[src/hw/batPkg.sv]
package batPkg;

	// datapath widths
	localparam int DATA_W = 8;
	localparam int ADDR_W = 8;
	localparam int WORD_W = 16;
	localparam int REG_IDX_W = 3;
	localparam int ALU_OP_W = 5;
	localparam int OPCODE_W = 4;

	// storage sizes
	localparam int MEM_DEPTH = 256;
	localparam int NUM_REGS = 8;
	// register 7 doubles as the output port
	localparam int OUT_REG = 7;

	typedef logic [DATA_W-1:0] data_t;
	typedef logic [ADDR_W-1:0] addr_t;
	typedef logic [WORD_W-1:0] word_t;
	typedef logic [REG_IDX_W-1:0] regIdx_t;
	typedef logic [ALU_OP_W-1:0] aluOp_t;
	typedef logic [OPCODE_W-1:0] opcode_t;

	// opcodes live in instruction bits 15..12
	localparam opcode_t OP_LDI = 4'h1;
	localparam opcode_t OP_LD = 4'h2;
	localparam opcode_t OP_ST = 4'h3;
	localparam opcode_t OP_JMP = 4'h4;
	localparam opcode_t OP_JZ = 4'h5;
	localparam opcode_t OP_JNZ = 4'h6;
	localparam opcode_t OP_ALU = 4'h7;
	localparam opcode_t OP_HLT = 4'hF;

	// alu operation, instruction bits 11..7
	localparam aluOp_t ALU_ADD = 5'd0;
	localparam aluOp_t ALU_SUB = 5'd1;
	localparam aluOp_t ALU_AND = 5'd2;
	localparam aluOp_t ALU_OR = 5'd3;
	localparam aluOp_t ALU_XOR = 5'd4;
	localparam aluOp_t ALU_INC = 5'd30;
	localparam aluOp_t ALU_MOV = 5'd31;

	// controller micro-steps
	typedef enum logic [2:0] {FETCH, WAITFETCH, DECODE, MEMOP, WAITMEM, HALT} uState_t;

	// request side of a memory port, held stable while req is high
	typedef struct packed {
		addr_t addr;
		word_t wrData;
		logic write;
	} memReq_t;

	// response side, valid while ack is high
	typedef struct packed {
		word_t rdData;
	} memRsp_t;

endpackage

[src/hw/aluUnit.sv]
module aluUnit (
	input batPkg::aluOp_t aluOp,
	input batPkg::data_t a,
	input batPkg::data_t b,
	output batPkg::data_t aluResult,
	output logic aluZero
);

	// a is rd, b is rs
	always_comb
	begin
		case (aluOp)
			batPkg::ALU_ADD:
			begin
				aluResult = a + b;
			end
			batPkg::ALU_SUB:
			begin
				// two's complement wrap
				aluResult = a - b;
			end
			batPkg::ALU_AND:
			begin
				aluResult = a & b;
			end
			batPkg::ALU_OR:
			begin
				aluResult = a | b;
			end
			batPkg::ALU_XOR:
			begin
				aluResult = a ^ b;
			end
			batPkg::ALU_INC:
			begin
				aluResult = a + batPkg::data_t'(1);
			end
			batPkg::ALU_MOV:
			begin
				aluResult = b;
			end
			default:
			begin
				// undefined codes leave rd as it was
				aluResult = a;
			end
		endcase
	end

	assign aluZero = (aluResult == '0);

endmodule

[src/hw/batCpu.sv]
module batCpu (
	input logic CLK,
	input logic rstN,
	input logic run,
	input logic hostReq,
	input batPkg::memReq_t hostReqData,
	output logic hostAck,
	output batPkg::memRsp_t hostRsp,
	output logic halted,
	output batPkg::data_t outValue
);

	// cpu memory port
	logic cpuReq;
	logic cpuAck;
	batPkg::memReq_t cpuReqData;
	batPkg::memRsp_t cpuRsp;

	// register file control and data
	batPkg::regIdx_t rdSel;
	batPkg::regIdx_t rsSel;
	logic regWrite;
	logic regInc;
	batPkg::data_t regWrData;
	batPkg::data_t rdData;
	batPkg::data_t rsData;

	// alu
	batPkg::aluOp_t aluOp;
	batPkg::data_t aluResult;
	logic aluZero;

	// ram side of the arbiter
	logic memEn;
	logic memWe;
	batPkg::addr_t memAddr;
	batPkg::word_t memWrData;
	batPkg::word_t memRdData;

	microController microController_i (
		.CLK(CLK),
		.rstN(rstN),
		.run(run),
		.cpuAck(cpuAck),
		.cpuRsp(cpuRsp),
		.rsData(rsData),
		.rdData(rdData),
		.aluResult(aluResult),
		.aluZero(aluZero),
		.cpuReq(cpuReq),
		.cpuReqData(cpuReqData),
		.rdSel(rdSel),
		.rsSel(rsSel),
		.regWrite(regWrite),
		.regInc(regInc),
		.regWrData(regWrData),
		.aluOp(aluOp),
		.halted(halted)
	);

	registerFile registerFile_i (
		.CLK(CLK),
		.rstN(rstN),
		.rdSel(rdSel),
		.rsSel(rsSel),
		.regWrite(regWrite),
		.regInc(regInc),
		.regWrData(regWrData),
		.rdData(rdData),
		.rsData(rsData),
		.outValue(outValue)
	);

	// rd on the a side, rs on the b side
	aluUnit aluUnit_i (
		.aluOp(aluOp),
		.a(rdData),
		.b(rsData),
		.aluResult(aluResult),
		.aluZero(aluZero)
	);

	memArbiter memArbiter_i (
		.CLK(CLK),
		.rstN(rstN),
		.cpuReq(cpuReq),
		.cpuReqData(cpuReqData),
		.hostReq(hostReq),
		.hostReqData(hostReqData),
		.memRdData(memRdData),
		.cpuAck(cpuAck),
		.hostAck(hostAck),
		.cpuRsp(cpuRsp),
		.hostRsp(hostRsp),
		.memEn(memEn),
		.memWe(memWe),
		.memAddr(memAddr),
		.memWrData(memWrData)
	);

	unifiedMemory unifiedMemory_i (
		.CLK(CLK),
		.memEn(memEn),
		.memWe(memWe),
		.memAddr(memAddr),
		.memWrData(memWrData),
		.memRdData(memRdData)
	);

endmodule

[src/hw/memArbiter.sv]
module memArbiter (
	input logic CLK,
	input logic rstN,
	input logic cpuReq,
	input batPkg::memReq_t cpuReqData,
	input logic hostReq,
	input batPkg::memReq_t hostReqData,
	input batPkg::word_t memRdData,
	output logic cpuAck,
	output logic hostAck,
	output batPkg::memRsp_t cpuRsp,
	output batPkg::memRsp_t hostRsp,
	output logic memEn,
	output logic memWe,
	output batPkg::addr_t memAddr,
	output batPkg::word_t memWrData
);

	// grant steps: access, capture, then hold ack until req falls
	typedef enum logic [1:0] {ARB_IDLE, ARB_ACCESS, ARB_CAPTURE, ARB_HOLD} arbState_t;

	arbState_t state;
	// owner of the current grant, also the last one granted
	logic lastHost;
	logic ackQ;
	logic ownerReq;
	batPkg::memReq_t selReq;
	batPkg::word_t rdDataQ;

	assign selReq = lastHost ? hostReqData : cpuReqData;
	assign ownerReq = lastHost ? hostReq : cpuReq;

	// memory only sees the granted peer
	assign memEn = (state == ARB_ACCESS);
	assign memWe = memEn && selReq.write;
	assign memAddr = selReq.addr;
	assign memWrData = selReq.wrData;

	assign cpuAck = ackQ && !lastHost;
	assign hostAck = ackQ && lastHost;
	assign cpuRsp.rdData = rdDataQ;
	assign hostRsp.rdData = rdDataQ;

	always_ff @(posedge CLK)
	begin
		if (!rstN)
		begin
			state <= ARB_IDLE;
			lastHost <= 1'b1;
			ackQ <= 1'b0;
		end
		else
		begin
			case (state)
				ARB_IDLE:
				begin
					// on contention the peer not served last goes first
					if (cpuReq || hostReq)
					begin
						lastHost <= hostReq && (!cpuReq || !lastHost);
						state <= ARB_ACCESS;
					end
				end
				ARB_ACCESS:
				begin
					state <= ARB_CAPTURE;
				end
				ARB_CAPTURE:
				begin
					ackQ <= 1'b1;
					state <= ARB_HOLD;
				end
				ARB_HOLD:
				begin
					// release once the requester lets go
					if (!ownerReq)
					begin
						ackQ <= 1'b0;
						state <= ARB_IDLE;
					end
				end
				default:
				begin
					state <= ARB_IDLE;
				end
			endcase
		end
	end

	// read word held steady through the ack phase
	always_ff @(posedge CLK)
	begin
		if (state == ARB_CAPTURE)
		begin
			rdDataQ <= memRdData;
		end
	end

endmodule

[src/hw/microController.sv]
module microController (
	input logic CLK,
	input logic rstN,
	input logic run,
	input logic cpuAck,
	input batPkg::memRsp_t cpuRsp,
	input batPkg::data_t rsData,
	input batPkg::data_t rdData,
	input batPkg::data_t aluResult,
	input logic aluZero,
	output logic cpuReq,
	output batPkg::memReq_t cpuReqData,
	output batPkg::regIdx_t rdSel,
	output batPkg::regIdx_t rsSel,
	output logic regWrite,
	output logic regInc,
	output batPkg::data_t regWrData,
	output batPkg::aluOp_t aluOp,
	output logic halted
);

	batPkg::uState_t state;
	batPkg::uState_t nextState;
	batPkg::addr_t pc;
	batPkg::addr_t mar;
	batPkg::word_t ir;
	logic zeroFlag;

	// instruction fields
	batPkg::opcode_t opcode;
	batPkg::addr_t irAddr;

	// one-hot micro-step enables
	logic marFromPc;
	logic marFromIr;
	logic irLoad;
	logic pcInc;
	logic pcLoad;
	logic pcClear;
	logic flagLoad;

	assign opcode = ir[15:12];
	assign irAddr = ir[7:0];
	assign aluOp = ir[11:7];

	// alu format puts rd in 5..3, every other format in 10..8
	assign rdSel = (opcode == batPkg::OP_ALU) ? ir[5:3] : ir[10:8];
	assign rsSel = ir[2:0];

	// a request is open for the whole wait state
	assign cpuReq = (state == batPkg::WAITFETCH) || (state == batPkg::WAITMEM);
	assign cpuReqData.addr = mar;
	// store data is rd, zero-extended to a full word
	assign cpuReqData.wrData = {8'h00, rdData};
	assign cpuReqData.write = (state == batPkg::WAITMEM) && (opcode == batPkg::OP_ST);

	assign halted = (state == batPkg::HALT);

	always_comb
	begin
		nextState = state;
		marFromPc = 1'b0;
		marFromIr = 1'b0;
		irLoad = 1'b0;
		pcInc = 1'b0;
		pcLoad = 1'b0;
		pcClear = 1'b0;
		flagLoad = 1'b0;
		regWrite = 1'b0;
		regInc = 1'b0;
		regWrData = irAddr;
		case (state)
			batPkg::FETCH:
			begin
				// idles here while run is low
				// and waits for the previous ack to fall
				if (run && !cpuAck)
				begin
					marFromPc = 1'b1;
					nextState = batPkg::WAITFETCH;
				end
			end
			batPkg::WAITFETCH:
			begin
				if (cpuAck)
				begin
					irLoad = 1'b1;
					pcInc = 1'b1;
					nextState = batPkg::DECODE;
				end
			end
			batPkg::DECODE:
			begin
				nextState = batPkg::FETCH;
				case (opcode)
					batPkg::OP_LDI:
					begin
						// immediate is the default write data
						regWrite = 1'b1;
					end
					batPkg::OP_LD, batPkg::OP_ST:
					begin
						nextState = batPkg::MEMOP;
					end
					batPkg::OP_JMP:
					begin
						pcLoad = 1'b1;
					end
					batPkg::OP_JZ:
					begin
						pcLoad = zeroFlag;
					end
					batPkg::OP_JNZ:
					begin
						pcLoad = !zeroFlag;
					end
					batPkg::OP_ALU:
					begin
						if (aluOp == batPkg::ALU_MOV)
						begin
							// plain register transfer, flag untouched
							regWrite = 1'b1;
							regWrData = rsData;
						end
						else if (aluOp == batPkg::ALU_INC)
						begin
							// rd counts up in place, alu only supplies the flag
							regInc = 1'b1;
							flagLoad = 1'b1;
						end
						else
						begin
							regWrite = 1'b1;
							regWrData = aluResult;
							flagLoad = 1'b1;
						end
					end
					batPkg::OP_HLT:
					begin
						nextState = batPkg::HALT;
					end
					default:
					begin
						// unknown opcodes fall through as nop
						nextState = batPkg::FETCH;
					end
				endcase
			end
			batPkg::MEMOP:
			begin
				// the fetch ack must be gone before a new request
				if (!cpuAck)
				begin
					marFromIr = 1'b1;
					nextState = batPkg::WAITMEM;
				end
			end
			batPkg::WAITMEM:
			begin
				if (cpuAck)
				begin
					// ld takes the low byte of the word
					if (opcode == batPkg::OP_LD)
					begin
						regWrite = 1'b1;
						regWrData = cpuRsp.rdData[7:0];
					end
					nextState = batPkg::FETCH;
				end
			end
			batPkg::HALT:
			begin
				// dropping run rewinds to pc 0 and idles
				if (!run)
				begin
					pcClear = 1'b1;
					nextState = batPkg::FETCH;
				end
			end
			default:
			begin
				nextState = batPkg::FETCH;
			end
		endcase
	end

	always_ff @(posedge CLK)
	begin
		if (!rstN)
		begin
			state <= batPkg::FETCH;
			pc <= '0;
			zeroFlag <= 1'b0;
		end
		else
		begin
			state <= nextState;
			if (pcClear)
			begin
				pc <= '0;
			end
			else if (pcLoad)
			begin
				pc <= irAddr;
			end
			else if (pcInc)
			begin
				pc <= pc + batPkg::addr_t'(1);
			end
			if (flagLoad)
			begin
				zeroFlag <= aluZero;
			end
		end
	end

	// mar and ir only matter once loaded by a micro-step
	always_ff @(posedge CLK)
	begin
		if (marFromPc)
		begin
			mar <= pc;
		end
		else if (marFromIr)
		begin
			mar <= irAddr;
		end
		if (irLoad)
		begin
			ir <= cpuRsp.rdData;
		end
	end

endmodule

[src/hw/registerFile.sv]
module registerFile (
	input logic CLK,
	input logic rstN,
	input batPkg::regIdx_t rdSel,
	input batPkg::regIdx_t rsSel,
	input logic regWrite,
	input logic regInc,
	input batPkg::data_t regWrData,
	output batPkg::data_t rdData,
	output batPkg::data_t rsData,
	output batPkg::data_t outValue
);

	// general registers, index 7 is OUT
	batPkg::data_t regs [batPkg::NUM_REGS];

	always_ff @(posedge CLK)
	begin
		if (!rstN)
		begin
			for (int i = 0; i < batPkg::NUM_REGS; i++)
			begin
				regs[i] <= '0;
			end
		end
		else if (regWrite)
		begin
			// a write wins over increment
			regs[rdSel] <= regWrData;
		end
		else if (regInc)
		begin
			// wraps past 255
			regs[rdSel] <= regs[rdSel] + batPkg::data_t'(1);
		end
	end

	// two asynchronous read ports
	assign rdData = regs[rdSel];
	assign rsData = regs[rsSel];

	// OUT register shown at the top level
	assign outValue = regs[batPkg::OUT_REG];

endmodule

[src/hw/unifiedMemory.sv]
module unifiedMemory (
	input logic CLK,
	input logic memEn,
	input logic memWe,
	input batPkg::addr_t memAddr,
	input batPkg::word_t memWrData,
	output batPkg::word_t memRdData
);

	// program and data share the same words
	batPkg::word_t mem [batPkg::MEM_DEPTH];

	always_ff @(posedge CLK)
	begin
		if (memEn)
		begin
			if (memWe)
			begin
				mem[memAddr] <= memWrData;
			end
			// old contents come out on a write cycle
			memRdData <= mem[memAddr];
		end
	end

endmodule

[config.mk]
export PLATFORM = sky130hd
export DESIGN_NAME = batCpu
export DESIGN_NICKNAME = d
export VERILOG_FILES = /design/src/hw/batPkg.sv /design/src/hw/aluUnit.sv /design/src/hw/batCpu.sv /design/src/hw/memArbiter.sv /design/src/hw/microController.sv /design/src/hw/registerFile.sv /design/src/hw/unifiedMemory.sv
export SDC_FILE = /design/constraint.sdc
export NUM_CORES = 2
export LEC_CHECK = 0
export CORE_MARGIN = 10
export CORE_UTILIZATION = 50
export DETAILED_ROUTE_END_ITERATION = 16
export DONT_BUFFER_PORTS = 1
export PLACE_DENSITY = 0.66
export SETUP_SLACK_MARGIN = 0.4
export SLEW_MARGIN = 20
export SYNTH_ARGS = -nofsm -noshare
export SYNTH_HDL_FRONTEND = slang
export SYNTH_MEMORY_MAX_BITS = 65536
export SYNTH_SLANG_ARGS = --single-unit
[constraint.sdc]
create_clock -name CLK -period 13.4 [get_ports CLK]
set_clock_uncertainty 0.2 [all_clocks]
set_input_delay 4.02 -clock CLK [delete_from_list [all_inputs] [get_ports CLK]]
set_output_delay 4.02 -clock CLK [all_outputs]
set_load 0.005 [all_outputs]
==> results.md <==
| Group | Item | This run |
|---|---|---|
| yosys | Largest cells by area after synthesis | edfxtp_1 77%, mux4_2 14%, a22oi_1 2.4% |
| setup path | Family of cells with the greatest summed delay on the critical path | buffers and inverters |
| place | # port buffers | 0 |
| yosys | Post-synthesis cell area | 164000 um2 |
| power and ir drop | Worst IR drop on VDD | 0.000132 V |
| power and ir drop | Comb pwr share | 11.4% |
| cts | Setup Fix Bufs, Post-CTS | 0 |
| setup path | Worst Setup End Kind | flop |
| power and ir drop | Psw | 7.47 mW |
| yosys | Largest area contributor in the synthesized netlist | edfxtp_1 |
| cts | Number of H-tree branching levels | 5 |
| yosys | Number of nets produced by synthesis | 7680 |
| routing | DRC violation total after the first TritonRoute iteration | 12812 |
| cts | Clock tree from TritonCTS | done |
| power and ir drop | P_int | 23.0 mW |
| global route | Global-route wire length before repair | 633000 um |
| final layout | Area delta synth->final | 13.2% |
| cts | Total clock sinks | 4235 |
| final layout | Design area | 185000 um2 |
| routing | Vias per Instance | 6.64 |
| status | Status | finished clean |
| yosys | Number of synthesized register bits | 4235 |
| yosys | Unique masters post-synth | 91 |
| setup path | Worst Path Required | 13850 ps |
| floorplan | Standard-cell rows | 210 |
| floorplan | Floorplan Core Area | 327000 um2 |
| timing | Setup TNS after final layout | 0 ps |
| routing | Number of search-and-repair iterations in the first detailed-routing pass | 6 |
| place | Detailed-placement wirelength estimate | 257000 um |
| power and ir drop | Cell leakage power | 57.3 nW |
| routing | Post-detailed-route wirelength per cell | 35.3 um |
| cts | CTS buffer count | 411 |
| power and ir drop | Overall power consumption | 30.5 mW |
| run | Max-Cap Viols | 0 |
| global route | Highest-utilization routing layer at the global route stage | met2 |
| routing | Routed Wire Length | 448000 um |
| final layout | Fraction of final layout cells with drive strength greater than 1 | 26.8% |
| place | Area of placed instances | 172000 um2 |
| yosys | Post-synthesis sequential area ratio | 77.5% |
| timing | Final setup vio count | 0 |
| timing | Headroom to the max-slew limit | 14.4% |
| cts | Clock root buffer | clkbuf_16 |
| global route | Total routing usage reported by global routing | 25.1% |
| yosys | Count of yosys warnings during synthesis | 0 |
| timing | Highest clock frequency the design can meet | 125 MHz |
| global route | Global routing met2 resource utilization | 39.0% |
| global route | Met1 global-route usage | 35.6% |
| power and ir drop | Clock network power share | 38.5% |
| timing | Pin slew with the least headroom to its limit | 1280 ps |
| timing | Max-slew violation total from the final report | 0 |
| yosys | Post-synthesis instance total | 7621 |
| power and ir drop | PwrDens | 164 nW/um2 |
| global route | Antenna violations before repair | 35 |
| power and ir drop | Switching Share | 24.5% |
| timing | Tmin final | 8030 ps |
| timing | Minimum hold slack | 312 ps |
| setup path | Slowest cell on crit path | nor4_1 |
| setup path | Worst setup SP type | primary input |
| cts | CTS max path bufs | 4 |
| floorplan | Top-level port count | 55 |
| yosys | Asr flop ratio synth | 0% |
| floorplan | Die X-Extent | 593 um |
| floorplan | Total Die Area | 351000 um2 |
| setup path | CP Data Arrival Time | 8480 ps |
| timing | Number of hold-slack violations in the final timing report | 0 |
| global route | Gr ovfl total | 0 |
| routing | DRC viols | 0 |
| routing | Vias | 84215 |
| yosys | Top FF cell, synth | edfxtp_1 |
| global route | Largest net degree at the start of global routing | 217 |
| setup path | Max FO, Critical Path | 130 |
| cts | Hold bufs inserted after CTS | 0 |
| final layout | Number of nets in the finished design | 8040 |
| yosys | Count of flip-flops with a built-in enable after synthesis | 4216 |
| setup path | CP cell instances | mux2_8, buf_12, buf_4, mux4_2, a22oi_1, a21oi_1, nor4_1, and3_1, nand3_1 |
| setup path | Buffer and inverter count on the worst path | 2 |
| place | Weighted congestion at the end of routability-driven global placement | 0.861 |
| cts | Clock slew at the register clock pins of the worst setup and hold paths | 60 ps |
| hold path | Worst Hold Class | flop to flop |
| routing | Remaining number of nets flagged by the antenna check after routing | 0 |
| floorplan | Initial Utilization | 50.1% |
| floorplan | Die height | 593 um |
| cts | Resized Gates After CTS | 0 |
| setup path | Critical path class | primary input to flop |
| timing | Final Cycle Share | 59.9% |
| global route | Vias in the first global route | 82711 |
| cts | Source-to-sink clock delay at the later pin of the worst-skew pair | 990 ps |
| yosys | Avg Cell Area, Syn | 21.5 um2 |
| yosys | Fraction of synthesized cell area taken by the top area cell type | 77.2% |
| global route | Met3 Usage GRT | 5.70% |
| timing | RSZ-0062 raised after global routing | no |
| setup path | Worst path max stage delay | 950 ps |
| power and ir drop | Proportion of power drawn by flip-flops and latches | 50.1% |
-- worst reg2reg max path, cell delays in order (launching register included) --
cell     delay (ps)
dfxtp_2         310
buf_4           670
mux2_8          770
buf_12          640
buf_4           970
mux4_2          490
a22oi_1         260
a21oi_1         220
nor4_1          960
and3_1          300
nand3_1          70
-- final cells by class --
cell class / instances / area, um2
fill: 23709 / 141000
sequential: 4235 / 127000
multi-input combinational: 2892 / 35700
clock buffer: 495 / 10800
tap: 4346 / 5440
timing repair buffer: 409 / 3470
clock inverter: 263 / 2900
inverter: 32 / 120
antenna: 20 / 50.0
-- state kept, by name (all words and copies together) (netlist names), named ones only --
| register | count |
|---|---|
| microController_i.zeroFlag | 1 |
| memArbiter_i.state | 2 |
| memArbiter_i.ackQ | 1 |
| memArbiter_i.lastHost | 1 |
| microController_i.state | 3 |
| microController_i.mar | 8 |
| unifiedMemory_i.memRdData | 16 |
| registerFile_i.regs | 64 |
| unifiedMemory_i.mem | 4096 |
| microController_i.pc | 8 |
| microController_i.ir | 16 |
| memArbiter_i.cpuRsp | 16 |
-- cell usage after synthesis, types with 4 or more instances --
cell type,count
a32oi_1,4
clkbuf_1,309
mux4_2,1041
or3_1,6
a22oi_1,524
nand2b_1,20
mux2_2,19
nand2_1,116
xor2_1,7
buf_1,69
o22ai_1,9
o211ai_1,13
nand3_1,41
xnor2_1,15
nand4_1,17
o2111ai_1,4
o41ai_1,17
and3_1,16
o21ai_0,60
and2_1,18
o32ai_1,6
a211oi_1,16
ha_1,29
nor4bb_1,6
nor2b_1,7
edfxtp_1,4216
buf_2,78
nor3_1,19
or4_1,5
nor4_1,39
nand3b_1,9
a221oi_1,6
mux2i_1,37
a21oi_1,299
nor3b_1,5
nor2_1,367
o21ai_1,5
dfxtp_1,19
inv_1,31
nor4b_1,9
o31ai_1,13
-- cells in the final DEF (no fill, tap or decap), types with 17 or more instances in the layout --
cell type and instances:
buf_12 25, dfxtp_1 18, nor2_1 306, nor4_1 33
inv_1 31, a22oi_1 523, edfxtp_1 4216, a21oi_1 297
buf_4 372, clkinv_2 85, clkbuf_1 74, diode_2 20
nor3_1 17, nand4_1 17, nor2_2 37, nor2_4 25
bufinv_16 51, nand2b_1 20, ha_1 28, o21ai_0 49
clkbuf_16 417, nand3_1 39, mux4_2 1041, clkinvlp_4 18
mux2i_1 37, clkinv_1 80, nand2_1 104
-- stage by stage --
stage,std cells,worst slack [ps],utilization (%)
finish,12692,5370,56.7
global route,12674,5410,56.7
CTS,12668,5440,56.7
detailed placement,11910,4440,52.5
global placement,11901,3370,52.4
floorplan,7621,-531,-
-- power groups by stage --
stage	clock network [mW]	registers, mW	logic, mW
2_1_floorplan	0	15.7	2.08
3_3_place_gp	0	15.5	3.38
3_5_place_dp	0	15.6	3.47
4_1_cts	11.9	15.3	3.47
5_1_grt	12.4	15.3	3.66
6_report	11.7	15.3	3.49
-- per-layer routing --
layer / share of wire (%) / vias to the layer above
li1: - / 33157
met1: 38 / 45105
met2: 47 / 5148
met3: 11 / 789
met4: 4.0 / 16
met5: 0.027 / -
-- final timing paths --
kind	from	to	slack (ps)	depth (start not counted)
hold reg to reg	microController_i.pc[1]$_SDFFE_PP0P_	microController_i.pc[1]$_SDFFE_PP0P_	310	2
hold / removal	microController_i.pc[1]$_SDFFE_PP0P_	microController_i.pc[1]$_SDFFE_PP0P_	310	2
setup / recovery	hostReqData[18]	unifiedMemory_i.memRdData[5]$_DFFE_PN_	5370	9
setup reg to reg	memArbiter_i.lastHost$_SDFFE_PN1P_	unifiedMemory_i.memRdData[5]$_DFFE_PN_	7250	10
-- cell families after synthesis --
| family | synth area share (%) |
|---|---|
| flops | 77.5 |
| fa+ha+maj | 0.234 |
| compound gates | 4.18 |
| simple gates | 2.05 |
| mux | 14.7 |
| buf+inv | 1.21 |
| xor+xnor | 0.131 |
(Power assumes the default switching activity.)
